$ cat src/source/dcache_pkg.sv
package dcache_pkg;

    // word and line geometry
    localparam int WORD_BITS   = 32;
    localparam int WORD_BYTES  = WORD_BITS / 8;
    localparam int OFFSET_BITS = 2;
    localparam int INDEX_BITS  = 2;
    localparam int WAY_BITS    = 2;
    localparam int ZERO_BITS   = $clog2(WORD_BYTES);
    localparam int TAG_BITS    = WORD_BITS - INDEX_BITS - OFFSET_BITS - ZERO_BITS;

    localparam int NUM_WORDS = 2 ** OFFSET_BITS;
    localparam int NUM_SETS  = 2 ** INDEX_BITS;
    localparam int NUM_WAYS  = 2 ** WAY_BITS;

    // one node per inner vertex of the binary tree over the ways
    localparam int PLRU_BITS = NUM_WAYS - 1;

    // data RAM word address is {way, set, word}
    localparam int RAM_ADDR_BITS = WAY_BITS + INDEX_BITS + OFFSET_BITS;

    typedef logic [WORD_BITS-1:0]   word_t;
    typedef logic [WORD_BYTES-1:0]  byte_en_t;
    typedef logic [TAG_BITS-1:0]    tag_t;
    typedef logic [INDEX_BITS-1:0]  index_t;
    typedef logic [OFFSET_BITS-1:0] offset_t;
    typedef logic [WAY_BITS-1:0]    way_t;

    typedef struct packed {
        tag_t                 tag;
        index_t               index;
        offset_t              offset;
        logic [ZERO_BITS-1:0] zeros;
    } cache_addr_fields_t;

    // same word, seen flat or split into cache fields
    typedef union packed {
        logic [WORD_BITS-1:0] raw;
        cache_addr_fields_t   fields;
    } cache_addr_u;

    // refill always writes whole words
    localparam byte_en_t FULL_MASK = '1;

endpackage

$ cat src/source/dcache_miss_ctrl.sv
module dcache_miss_ctrl (
    input  logic                                        clk,
    input  logic                                        resetn,
    input  logic                                        req,
    input  logic                                        is_write,
    input  dcache_pkg::cache_addr_u                     addr,
    input  logic                                        hit,
    input  dcache_pkg::way_t                            hit_way,
    input  dcache_pkg::way_t                            victim,
    input  dcache_pkg::tag_t [dcache_pkg::NUM_WAYS-1:0] tags,
    input  logic [dcache_pkg::NUM_WAYS-1:0]             valid,
    input  logic [dcache_pkg::NUM_WAYS-1:0]             dirty,
    input  logic [dcache_pkg::PLRU_BITS-1:0]            new_plru,
    input  logic                                        mem_okay,
    input  logic                                        mem_last,
    output logic                                        addr_ok,
    output logic                                        data_ok,
    output logic                                        ram_en_1,
    output logic [dcache_pkg::RAM_ADDR_BITS-1:0]        ram_addr_1,
    output logic [dcache_pkg::RAM_ADDR_BITS-1:0]        ram_addr_2,
    output dcache_pkg::byte_en_t                        refill_en,
    output logic                                        capture,
    output dcache_pkg::offset_t                         capture_offset,
    output dcache_pkg::offset_t                         wb_offset,
    output logic                                        meta_wr_en,
    output dcache_pkg::tag_t [dcache_pkg::NUM_WAYS-1:0] new_tags,
    output logic [dcache_pkg::NUM_WAYS-1:0]             new_valid,
    output logic [dcache_pkg::NUM_WAYS-1:0]             new_dirty,
    output logic [dcache_pkg::PLRU_BITS-1:0]            out_plru,
    output logic                                        mem_valid,
    output logic                                        mem_is_write,
    output dcache_pkg::cache_addr_u                     mem_addr
);
    import dcache_pkg::*;

    enum logic [1:0] {IDLE, READ, WRITE} state;

    // line under refill
    tag_t                miss_tag;
    index_t              miss_index;
    way_t                miss_way;
    offset_t             beat;
    logic [NUM_WORDS-1:0] ready;

    // displaced line
    tag_t victim_tag;
    logic victim_dirty;

    logic req_in_miss;
    logic req_ready;
    logic miss_avail;
    logic req_to_hit;
    logic req_to_miss;
    way_t req_way;

    // a request into the refilling line waits for its own word only
    assign req_in_miss = state == READ && addr.fields.tag == miss_tag
                         && addr.fields.index == miss_index;
    assign req_ready   = !req_in_miss || ready[addr.fields.offset];

    // next miss may overlap the final writeback beat
    assign miss_avail  = state == IDLE || (state == WRITE && mem_okay && mem_last);

    assign req_to_hit  = req && hit && req_ready;
    assign req_to_miss = req && !hit && miss_avail;

    // victim way on a miss, so the tree update points away from it too
    assign req_way = hit ? hit_way : victim;

    assign addr_ok    = req_to_hit;
    assign ram_en_1   = req_to_hit;
    assign ram_addr_1 = {req_way, addr.fields.index, addr.fields.offset};
    assign ram_addr_2 = {miss_way, miss_index, beat};
    assign refill_en  = (state == READ && mem_okay) ? FULL_MASK : '0;
    assign wb_offset  = beat;

    // set record written back on every accepted hit and every started miss
    always_comb begin
        meta_wr_en = req_to_hit || req_to_miss;
        new_tags   = tags;
        new_valid  = valid;
        new_dirty  = dirty;
        out_plru   = new_plru;
        if (req_to_miss) begin
            new_tags[victim]  = addr.fields.tag;
            new_valid[victim] = 1'b1;
            new_dirty[victim] = 1'b0;
        end else if (req_to_hit && is_write) begin
            new_dirty[hit_way] = 1'b1;
        end
    end

    always_ff @(posedge clk) begin
        if (resetn) begin
            state   <= IDLE;
            beat    <= '0;
            ready   <= '0;
            data_ok <= 1'b0;
            capture <= 1'b0;
        end else begin
            data_ok <= req_to_hit;
            // old word leaves port 2 one cycle after its refill beat
            capture <= state == READ && mem_okay;

            case (state)
                READ: begin
                    if (mem_okay) begin
                        beat        <= offset_t'(beat + 1'b1);
                        ready[beat] <= 1'b1;
                        if (mem_last) begin
                            state <= victim_dirty ? WRITE : IDLE;
                        end
                    end
                end
                WRITE: begin
                    if (mem_okay) begin
                        beat <= offset_t'(beat + 1'b1);
                        if (mem_last) begin
                            state <= IDLE;
                        end
                    end
                end
                default: begin
                    state <= IDLE;
                end
            endcase

            if (req_to_miss) begin
                state <= READ;
                beat  <= '0;
                ready <= '0;
            end
        end
    end

    always_ff @(posedge clk) begin
        capture_offset <= beat;
        if (req_to_miss) begin
            miss_tag     <= addr.fields.tag;
            miss_index   <= addr.fields.index;
            miss_way     <= victim;
            victim_tag   <= tags[victim];
            victim_dirty <= valid[victim] && dirty[victim];
        end
    end

    assign mem_valid    = state != IDLE;
    assign mem_is_write = state == WRITE;

    // line-aligned burst address, victim tag during writeback
    always_comb begin
        mem_addr.fields.tag    = state == WRITE ? victim_tag : miss_tag;
        mem_addr.fields.index  = miss_index;
        mem_addr.fields.offset = '0;
        mem_addr.fields.zeros  = '0;
    end

    mem_addr_stable: assert property (@(posedge clk) disable iff (resetn)
        mem_valid && !mem_okay |=> mem_valid && $stable(mem_addr.raw));

endmodule

$ cat config.mk
export PLATFORM = sky130hd
export DESIGN_NAME = dcache_miss_ctrl
export DESIGN_NICKNAME = d
export VERILOG_FILES = /design/src/source/dcache_pkg.sv /design/src/source/dcache_miss_ctrl.sv
export SDC_FILE = /design/constraint.sdc
export NUM_CORES = 1
export LEC_CHECK = 0
export BUFFER_PORTS_ARGS = -buffer_cell sky130_fd_sc_hd__buf_2
export CORE_AREA = 2 2 130 132
export CTS_BUF_LIST = sky130_fd_sc_hd__clkbuf_8 sky130_fd_sc_hd__clkbuf_16
export CTS_CLUSTER_SIZE = 28
export DETAILED_ROUTE_END_ITERATION = 8
export DIE_AREA = 0 0 132 134
export HOLD_SLACK_MARGIN = 0.06
export PLACE_DENSITY = 0.65
export SLEW_MARGIN = 20
export SYNTH_ARGS = -nofsm -noshare
export SYNTH_HDL_FRONTEND = slang
export SYNTH_SLANG_ARGS = --single-unit
$ cat constraint.sdc
create_clock -name clk -period 3.2 [get_ports clk]
set_input_delay 0.64 -clock clk [delete_from_list [all_inputs] [get_ports clk]]
set_output_delay 0.64 -clock clk [all_outputs]
set_load 0.005 [all_outputs]
======== Word level (Yosys, flattened, before mapping) ========
Index checks and enable logic that the tools add are counted.
cells by class
  multiplexer cells ....................... 31
  $lt $le $gt $ge ......................... 7
  $add $sub $neg .......................... 1
  reductions and logical operators ........ 27
  equality and inequality tests ........... 12
  bitwise logic cells ..................... 5
operators by type and width
  kind                count
  $bwmux 104          1
  $mux 104            1
  $mux 26             3
  $bmux 26 s2         1
  $demux 26 s2        1
  $eq 26x26->1        1
  $mux 4              4
  $logic_and 1x1->1   14
  $lt 2x3->1 const B  4
  $mux 2              6
  $or 4x4->4          3
  $ne 2x2->1 const B  4
  $reduce_and 4->1    2
  $mux 1              7
  $bmux 1 s2          3
  $demux 1 s2         3
  $ge 2x1->1 const B  3
  $ne 3x2->1 const B  2
  $ne 3x3->1 const B  2
  $and 4x4->4         1
  $not 4->4           1
  $pmux 2 s2          1
  $reduce_and 2->1    2
  $reduce_or 2->1     2
  other kinds (8)     11
word-level totals
  output and inout port bits .............. 174
  flip-flop bits (word level) ............. 69

======== Logic depth before layout (Yosys ltp) ========
Gate-level depths: netlist (run 1).
  depth after elaboration ................. 9
  mapped depth ............................ 8
  gate-level depth less buffers ........... 6

======== Worst setup path after synthesis (run 1) ========
OpenSTA, ideal clock, no wires.
  path kind ............................... reg2out
  start ................................... register state[0] (netlist name)
  end ..................................... output new_tags[85] (netlist name)
  arrival time ............................ 2566 ps
  path buffers ............................ 2
  path slack .............................. -6 ps
  data required time ...................... 2560 ps
  stages on the path, launching flop included .. 9
  cells stage by stage .................... dfxtp_1 -> inv_1 -> ha_1 -> buf_6 -> a31oi_4 -> nor2_4 -> nand3_4 -> buf_2 -> mux2_2
RTL lines
  what                    RTL line                 source
  start, declared         dcache_miss_ctrl.sv:36   enum logic [1:0] {IDLE, READ, WRITE} state;
  start signal, assigned  dcache_miss_ctrl.sv:111  state <= victim_dirty ? WRITE : IDLE;
  end, declared           dcache_miss_ctrl.sv:26   output dcache_pkg::tag_t [dcache_pkg::NUM_WAYS-1:0] new_tags,

==> results of run 1 <==
-- cells by family (layout without fill, tap and decap cells) --
group	Yosys count	count (layout)
AOI/OAI and AO/OA	19	19
xor gates and xnor gates	29	29
adders and majority gates	7	7
buffers and inverters	49	358
DFF	69	69
muxes	157	157
other	1	4
and+or+nand+nor	46	46
-- cell usage after synthesis --
| master | n |
|---|---|
| mux2_2 | 111 |
| edfxtp_1 | 57 |
| mux4_2 | 27 |
| xnor2_1 | 25 |
| buf_4 | 21 |
| mux2_4 | 19 |
| dfxtp_1 | 12 |
| a21oi_1 | 9 |
| buf_6 | 8 |
| inv_1 | 8 |
| nor2_1 | 8 |
| ha_1 | 7 |
| nand2_1 | 6 |
| nand4_1 | 6 |
| buf_2 | 5 |
| clkbuf_1 | 5 |
| nor2b_1 | 5 |
| or2_2 | 5 |
| xor2_1 | 4 |
| a41o_1 | 3 |
| and3_1 | 3 |
| nor4_4 | 3 |
| a31oi_1 | 2 |
| nand3_1 | 2 |
| nor4_1 | 2 |
| o21ai_0 | 2 |
| a311oi_1 | 1 |
| a31oi_4 | 1 |
| a32o_1 | 1 |
| and2_2 | 1 |
| buf_1 | 1 |
| conb_1 | 1 |
| inv_2 | 1 |
| nand2b_1 | 1 |
| nand2b_4 | 1 |
| nand3_4 | 1 |
| nor2_4 | 1 |
| nor3_1 | 1 |
-- flip-flops by register name (all words and copies together) (netlist names) --
signal          count
miss_index          2
victim_dirty        1
miss_tag           26
state               2
data_ok             1
ready               4
capture_offset      2
miss_way            2
wb_offset           2
capture             1
victim_tag         26
-- area by class of cell --
cell class | count | area share (%)
clock buffer | 11 | 3.48
clock inverter | 5 | 1.03
inverter | 9 | 0.466
multi-input combinational | 262 | 40.9
sequential | 69 | 26.9
tap | 220 | 3.79
timing repair buffer | 333 | 23.5
-- what timing repair did --
item | in CTS | in global routing
endpoints found under the hold margin | 0 | 0
hold buffers | 0 | 0
resized for setup | 0 | 1
setup endpoints to repair | 0 | 1
-- per-layer routing --
layer	vias up	track usage, %	share of wire [%]
met4	0	4.05	1.4
met3	23	5.03	6.8
met1	2126	19.8	39
met2	230	33.1	53
li1	2045	-	-
met5	-	0	0
-- path summary, 6_finish.rpt --
kind	end	slack (ps)	cells past startpoint
worst max register to register	state[1]	1070	7
worst min register to register	capture_offset[1]	440	0
worst max-delay path	new_tags[88]	170	7
worst min-delay path	capture_offset[1]	440	0
-- power groups by stage --
stage | clock (mW) | combinational [mW] | sequential [mW]
2_1_floorplan | 0 | 0.315 | 1.05
3_3_place_gp | 0 | 0.598 | 1.06
3_5_place_dp | 0 | 0.602 | 1.06
4_1_cts | 1.11 | 0.605 | 1.04
5_1_grt | 1.14 | 0.649 | 1.04
6_report | 1.08 | 0.599 | 1.04
==> metrics.md, run 1 <==
| Metric | Value |
|---|---|
| Final nets | `849` |
| Pre-CTS WS | `136 ps` |
| Worst EP arrival | `2390 ps` |
| Avg Vias per Cell | `4.87` |
| Final setup fails | `0` |
| Worst Setup SP | `state[1]` |
| GRT Residual Overflow | `0` |
| Reported net switching power | `650 uW` |
| Worst Setup Slack, final | `165 ps` |
| Ant diodes | `0` |
| Maximum VDD drop | `0.231 mV` |
| Post-route antenna net violation count | `0` |
| Synth Area in Adders | `1.68%` |
| Unique masters post-synth | `38` |
| Fill count | `1569` |
| Initial Util | `32.1%` |
| Post-route cell area | `0.00726 mm2` |
| Critical path peak fanout | `28` |
| CTS tree | `built` |
| First-pass GRT wire length | `24000 um` |
| Layout cells sized above 1 | `75.5%` |
| Internal Power | `2.07 mW` |
| Drt drc | `0` |
| Unrepaired setup endpoints after global routing | `no` |
| First-pass DRT Iterations | `4` |
| Port Buffers | `319` |
| Final hold violation count | `0` |
| CP max stage cell | `nand3_4` |
| Pwr/cell area | `375 mW/mm2` |
| I/O Pins | `332` |
| Total GRT Usage | `17.7%` |
| # Post-CTS Setup Buffers | `0` |
| Largest delay share family, worst path | `simple AND/OR/NAND/NOR gates` |
| Layout area overhead | `38.8%` |
| WL per Instance | `17.8 um` |
| Leak pwr | `3.17 nW` |
| Dpl cells | `893` |
| Clock sinks | `69` |
| CP cell instances | `inv_1, ha_1, a31oi_4, nor2_4, nand3_4, mux2_2, buf_2` |
| Seq/Total Area, Yosys | `37.3%` |
| Most common cell after layout, fill and taps aside | `buf_2` |
| Area leader, netlist | `edfxtp_1` |
| Crit Path Category | `reg2out` |
| Vias | `4424` |
| Main combinational cell family by area after synthesis | `multiplexers` |
| Clock Latency Late Sink | `330 ps` |
| Mux contribution to synthesized area | `41.0%` |
| Vias in the first global route | `4413` |
| Fin util | `44.5%` |
| Final period util | `94.8%` |
| Synthesized-area fraction occupied by xor and xnor cells | `4.86%` |
| Die area | `0.0177 mm2` |
| Top post-synthesis cells by area | `edfxtp_1, mux2_2, mux4_2` |
| Synth Area per Inst | `13.9 um2` |
| Switching share of total power | `23.9%` |
| Synth Cell Area | `0.00523 mm2` |
| Status | `finished, final reports clean` |
| Synth top area share | `32.8%` |
| Clock slew at reported path FFs | `60 ps` |
| Most frequent cells in the layout | `buf_2, mux2_2, edfxtp_1` |
| Hold crit path type | `reg2reg` |
| Core area | `0.0163 mm2` |
| CTS root buf | `clkbuf_16` |
| #FFs+latches synth | `69` |
| Core Rows | `47` |
| Non-filler instance count after layout | `909` |
| Register area | `0.00195 mm2` |
| Ys Warns | `0` |
| Final Skew | `4.05 ps` |
| F_max | `330 MHz` |
| Post-DP HPWL | `12700 um` |
| Power after layout | `2.72 mW` |
| Inserted Clock Buffers | `9` |
| Compound-Gate Fraction of Synth Area | `2.63%` |
| Clock power share | `39.8%` |
| Reg power frac | `38.2%` |
| Placed instance area | `0.00692 mm2` |
| CTS H-tree lvls | `3` |
| Slew margin rel. | `47.1%` |
| Setup TNS | `0 ps` |
| Critical path launch point type | `register` |
| Initial antenna violation count | `0` |
| Pins over their slew limit | `0` |
| Pin slew with the least headroom to its limit | `794 ps` |
| Chip width | `132 um` |
| Simple logic cell fraction of the synthesized area | `6.10%` |
| Required time worst endpoint | `2560 ps` |
| Drt total wl | `16200 um` |
| Syn Inst Count | `377` |
| HP Start | `wb_offset[1]` |
| Die Span Y | `134 um` |
| RD Place Congestion | `0.790` |
| Iter 0 DRT Violations | `193` |
| Slowest Stage Delay on Critical Path | `410 ps` |
| Comb power frac | `22.0%` |
| Max cap viols | `0` |
| WHS | `444 ps` |
| CTS Buffer Depth | `2` |
| Area of the multi-input gates | `0.00297 mm2` |
| CP Capture Type | `output pin` |
| Pin count of the biggest net entering global routing | `60` |
| Worst path bufs/invs | `2` |
| Critical R2R Launch | `state[1]` |
| Fin crit period | `3030 ps` |
(Power assumes the default switching activity.)
==> run 2: changes to the inputs <==
--- a/config.mk
+++ b/config.mk
@@ -6,13 +6,14 @@
 export NUM_CORES = 1
 export LEC_CHECK = 0
 export BUFFER_PORTS_ARGS = -buffer_cell sky130_fd_sc_hd__buf_2
-export CORE_AREA = 2 2 130 132
+export CORE_AREA = 4 4 128 130
 export CTS_BUF_LIST = sky130_fd_sc_hd__clkbuf_8 sky130_fd_sc_hd__clkbuf_16
 export CTS_CLUSTER_SIZE = 28
 export DETAILED_ROUTE_END_ITERATION = 8
 export DIE_AREA = 0 0 132 134
 export HOLD_SLACK_MARGIN = 0.06
-export PLACE_DENSITY = 0.65
+export PLACE_DENSITY = 0.68
+export REMOVE_ABC_BUFFERS = 1
 export SLEW_MARGIN = 20
 export SYNTH_ARGS = -nofsm -noshare
 export SYNTH_HDL_FRONTEND = slang
==> run 2 against run 1 <==
Compared with the run above:
- wire length grew 4.7%
- maximum frequency shrank 0.85%
- via count grew 0.68%
- clock skew grew 2.0 ps
- non-clock buffer count shrank 3
- final cell count shrank 3.9%
- first-iteration DRC count shrank 9.3%
- combinational power is essentially flat
==> metrics.md, run 2 (synthesis results as in run 1) <==
| Metric | Value |
|---|---|
| Status | `finished, final reports clean` |
| Post-route cell area | `0.00720 mm2` |
| Post-route antenna net violation count | `0` |
| Placed instance area | `0.00688 mm2` |
| Post-CTS Hold Fix Bufs | `0` |
| Vias | `4454` |
| Worst Reg-to-Reg Cells | `7` |
| Area of the multi-input gates | `0.00296 mm2` |
| Fin crit period | `3060 ps` |
| CP cell instances | `inv_1, ha_1, a31oi_4, nor2_4, nand3_4, mux2_2, buf_2` |
| Leak pwr | `3.15 nW` |
| Vias in the first global route | `4713` |
| CTS tree | `built` |
| WL per Instance | `19.4 um` |
| Pins over their slew limit | `0` |
| Reg power frac | `38.8%` |
| Critical R2R Launch | `state[0]` |
| Clock Latency Late Sink | `330 ps` |
| Setup TNS | `0 ps` |
| Worst EP arrival | `2420 ps` |
| RD Place Congestion | `0.847` |
| Clock power share | `39.0%` |
| Final period util | `95.6%` |
| Initial Util | `34.5%` |
| Pin slew with the least headroom to its limit | `770 ps` |
| Unrepaired setup endpoints after global routing | `no` |
| Critical path endpoint | `new_tags[86]` |
| Chip width | `132 um` |
| Core Rows | `45` |
| Clock sinks | `69` |
| HP Start | `wb_offset[0]` |
| Slowest Stage Delay on Critical Path | `430 ps` |
| Final nets | `846` |
| First-pass DRT Iterations | `4` |
| Die Span Y | `134 um` |
| Avg Vias per Cell | `5.10` |
| Layout area overhead | `37.9%` |
| Switching share of total power | `24.5%` |
| Max cap viols | `0` |
| Post-CTS resize count | `0` |
| CP max stage cell | `mux2_2` |
| Most frequent cells in the layout | `buf_2, mux2_2, edfxtp_1` |
| Pin count of the biggest net entering global routing | `60` |
| Internal Power | `2.02 mW` |
| CP Capture Type | `output pin` |
| Required time worst endpoint | `2560 ps` |
| Drt total wl | `16900 um` |
| Hold crit path type | `reg2reg` |
| Port Buffers | `319` |
| Reg2reg setup slack | `1070 ps` |
| Inserted Clock Buffers | `9` |
| Ant diodes | `0` |
| Pwr/cell area | `372 mW/mm2` |
| Reported net switching power | `658 uW` |
| CTS H-tree lvls | `3` |
| Critical path peak fanout | `28` |
| Clock slew at reported path FFs | `50 ps` |
| Comb power frac | `22.2%` |
| Fill count | `1362` |
| Slew margin rel. | `48.7%` |
| Total GRT Usage | `18.5%` |
| Drt drc | `0` |
| Iter 0 DRT Violations | `175` |
| First-pass GRT wire length | `25800 um` |
| Final Skew | `6.07 ps` |
| Layout cells sized above 1 | `75.5%` |
| Core area | `0.0151 mm2` |
| CTS Buffer Depth | `2` |
| Final setup fails | `0` |
| Most common cell after layout, fill and taps aside | `buf_2` |
| Worst Setup SP | `state[0]` |
| Fin util | `47.6%` |
| Die area | `0.0177 mm2` |
| I/O Pins | `332` |
| Initial antenna violation count | `0` |
| Final hold violation count | `0` |
| Critical path launch point type | `register` |
| Post-DP HPWL | `13300 um` |
| # Post-CTS Setup Buffers | `0` |
| RR Endpoint | `state[1]` |
| GRT Residual Overflow | `0` |
| CTS root buf | `clkbuf_16` |
| Register area | `0.00195 mm2` |
| Maximum VDD drop | `0.240 mV` |
| Crit Path Category | `reg2out` |
| F_max | `327 MHz` |
| WHS | `450 ps` |
| Biggest regs | `miss_tag x26, victim_tag x26, ready x4` |
-- run 2: cell count changes in the layout (fill, tap and decap cells not counted), sizes merged --
cell,delta
inv,-2
bufinv,-1
buf,-3
clkinv,+3
-- run 2: worst min path at each step --
stage | cells past startpoint | endpoint | slack [ps]
5_1_grt | 0 | capture_offset[0] | 460
3_3_place_gp | 0 | capture_offset[0] | 420
3_5_place_dp | 0 | capture_offset[0] | 440
6_report | 0 | capture_offset[0] | 450
4_1_cts | 0 | capture_offset[0] | 450
2_1_floorplan | 0 | capture_offset[0] | 420
-- run 2: per-layer routing --
layer / global-route usage [%] / vias up / routed length (um) / part of all wire (%)
li1: - / 2046 / - / -
met1: 21.5 / 2162 / 6610 / 39
met2: 33.4 / 230 / 8790 / 52
met3: 4.65 / 16 / 1260 / 7.5
met4: 6.42 / 0 / 263 / 1.6
met5: 0 / - / 0 / 0
-- run 2: power by group through the flow --
| stage | Clock, mW | Combinational, mW | Sequential [mW] |
|---|---|---|---|
| 2_1_floorplan | 0 | 0.275 | 1.06 |
| 3_3_place_gp | 0 | 0.587 | 1.06 |
| 3_5_place_dp | 0 | 0.600 | 1.06 |
| 4_1_cts | 1.08 | 0.603 | 1.04 |
| 5_1_grt | 1.11 | 0.649 | 1.04 |
| 6_report | 1.04 | 0.596 | 1.04 |
-- run 2: per-stage QoR --
stage	worst slack, ps	instances	power, mW
finish	139	874	2.68
CTS	110	874	2.72
global route	75.1	874	2.81
floorplan	-742	340	1.33
detailed placement	272	858	1.66
global placement	279	858	1.64
-- run 2: layout make-up --
type / instances / share of cell area [%]
multi-input cells: 262 / 41.1
flip-flops and latches: 69 / 27.1
repair buffers: 330 / 23.7
clock buffers: 11 / 3.66
well taps: 188 / 3.27
clock inverters: 5 / 0.782
inverters: 9 / 0.469
-- run 2: critical path: cells and delay by family (launching register included) --
kind | cells | cell delay, ps
mux | 1 | 430
buf+inv | 2 | 220
compound gates | 1 | 320
flops | 1 | 360
fa+ha+maj | 1 | 250
simple gates | 2 | 490
==> run 3: changes to the inputs <==
--- a/config.mk
+++ b/config.mk
@@ -12,6 +12,7 @@
 export DETAILED_ROUTE_END_ITERATION = 8
 export DIE_AREA = 0 0 132 134
 export HOLD_SLACK_MARGIN = 0.06
+export MAX_ROUTING_LAYER = met4
 export PLACE_DENSITY = 0.68
 export REMOVE_ABC_BUFFERS = 1
 export SLEW_MARGIN = 20
==> run 3 against run 2 <==
Compared with the run above:
- sequential power about the same
- non-clock buffer count is 1 higher
- hold slack worse by 17 ps
- via count increased by 0.25%
- total power shrank 2.9%
- largest cell class unchanged
- die area unchanged
==> metrics.md, run 3 (synthesis results as in run 1) <==
| Metric | Value |
|---|---|
| Core Rows | `45` |
| Total GRT Usage | `19.4%` |
| Final nets | `847` |
| Pin count of the biggest net entering global routing | `60` |
| RD Place Congestion | `0.844` |
| Initial Util | `34.5%` |
| Drt total wl | `17100 um` |
| CP Capture Type | `output pin` |
| CTS Buffer Depth | `2` |
| Final Skew | `4.54 ps` |
| Post-CTS resize count | `0` |
| Die Span Y | `134 um` |
| Initial antenna violation count | `0` |
| CP cell instances | `inv_1, ha_1, a31oi_4, nor2_4, nand3_4, mux2_2, buf_2` |
| Slew margin rel. | `48.3%` |
| Non-filler instance count after layout | `875` |
| Critical path peak fanout | `28` |
| Clock slew at reported path FFs | `60 ps` |
| Port Buffers | `319` |
| Max cap viols | `0` |
| Vias in the first global route | `4676` |
| Worst Reg-to-Reg Cells | `7` |
| Leak pwr | `3.16 nW` |
| Hold crit path type | `reg2reg` |
| I/O Pins | `332` |
| Critical path launch point type | `register` |
| Post-route antenna net violation count | `0` |
| Iter 0 DRT Violations | `171` |
| WL per Instance | `19.5 um` |
| Slowest Stage Delay on Critical Path | `430 ps` |
| Status | `finished, final reports clean` |
| GRT Residual Overflow | `0` |
| Required time worst endpoint | `2560 ps` |
| Fin crit period | `3050 ps` |
| Power after layout | `2.60 mW` |
| Die area | `0.0177 mm2` |
| Post-CTS Hold Fix Bufs | `0` |
| Worst Setup SP | `state[0]` |
| Vias | `4465` |
| Post-DP HPWL | `13300 um` |
| F_max | `328 MHz` |
| Clock Latency Late Sink | `330 ps` |
| Final hold violation count | `0` |
| Pin slew with the least headroom to its limit | `776 ps` |
| CTS root buf | `clkbuf_16` |
| Maximum VDD drop | `0.242 mV` |
| Most common cell after layout, fill and taps aside | `buf_2` |
| WHS | `433 ps` |
| Layout cells sized above 1 | `75.0%` |
| CTS H-tree lvls | `3` |
| Unrepaired setup endpoints after global routing | `no` |
| Drt drc | `0` |
| Biggest regs | `miss_tag x26, victim_tag x26, ready x4` |
| Most frequent cells in the layout | `buf_2, mux2_2, edfxtp_1` |
| Critical path endpoint | `new_tags[86]` |
| Pwr/cell area | `362 mW/mm2` |
| Dpl cells | `859` |
| First-pass DRT Iterations | `5` |
| First-pass GRT wire length | `25900 um` |
| Core area | `0.0151 mm2` |
| CP max stage cell | `mux2_2` |
| Final period util | `95.2%` |
| RR Endpoint | `state[1]` |
| Largest delay share family, worst path | `simple AND/OR/NAND/NOR gates` |
| CTS tree | `built` |
| Reg2reg setup slack | `1060 ps` |
| Worst path bufs/invs | `2` |
| Final setup fails | `0` |
| Layout area overhead | `37.4%` |
| Ant diodes | `0` |
| Pins over their slew limit | `0` |
| Clock sinks | `69` |
| HP Start | `wb_offset[0]` |
| Chip width | `132 um` |
| Critical Path Stages | `7` |
| Critical R2R Launch | `state[0]` |
| Crit Path Category | `reg2out` |
| Inserted Clock Buffers | `9` |
| Avg Vias per Cell | `5.10` |
| Worst EP arrival | `2410 ps` |
| # Post-CTS Setup Buffers | `0` |
run 3: cell types whose count changed in the layout (fill, tap and decap cells not counted), sizes merged:
cell | before | now
inv | 9 | 13
clkinv | 3 | 1
buf | 330 | 331
clkbuf | 11 | 10
clkinvlp | 1 | 0
run 3: stage by stage:
step / cell area (um2) / worst slack [ps] / setup TNS [ps] / utilization (%)
floorplan: 4940 / -742 / -55790 / -
global placement: 6890 / 319 / 0 / 45.5
detailed placement: 6890 / 310 / 0 / 45.5
CTS: 7180 / 148 / 0 / 47.4
global route: 7180 / 68.9 / 0 / 47.4
finish: 7180 / 155 / 0 / 47.4
run 3: report_power, final:
group          switching (mW)  total, mW  internal [mW]  leakage, nW
Sequential             0.0153       1.04           1.02        0.629
Clock                   0.352      0.964          0.611        0.157
Combinational           0.269      0.598          0.329         2.37
run 3: layout make-up:
cell class,instances,area [um2]
inverter,9,33.8
sequential,69,1950
clock buffer,10,239
clock inverter,6,50.0
fill,1376,7970
tap,188,235
timing repair buffer,331,1710
multi-input combinational,262,2960
run 3: layer usage:
layer	wire, um	track usage (%)	up-vias	share of wire, %
li1	-	-	2043	-
met1	6800	22.5	2165	40
met2	8850	34.0	234	52
met3	1120	3.68	23	6.6
met4	287	6.18	0	1.7
met5	0	-	-	0
run 3: worst min-delay path by stage:
stage                              endpoint  depth (start not counted)
after floorplan           capture_offset[0]                          0
after detailed placement  capture_offset[0]                          0
after CTS                 capture_offset[0]                          0
after global routing      capture_offset[0]                          0
after global placement    capture_offset[0]                          0
final                     capture_offset[0]                          0
run 3: worst register-to-register path, cell delays in order (launching register included):
cell     delay [ps]
dfxtp_1         350
inv_1            70
ha_1            240
a31oi_4         330
nor2_4           80
buf_4           370
or2_2           460
a21oi_1         160
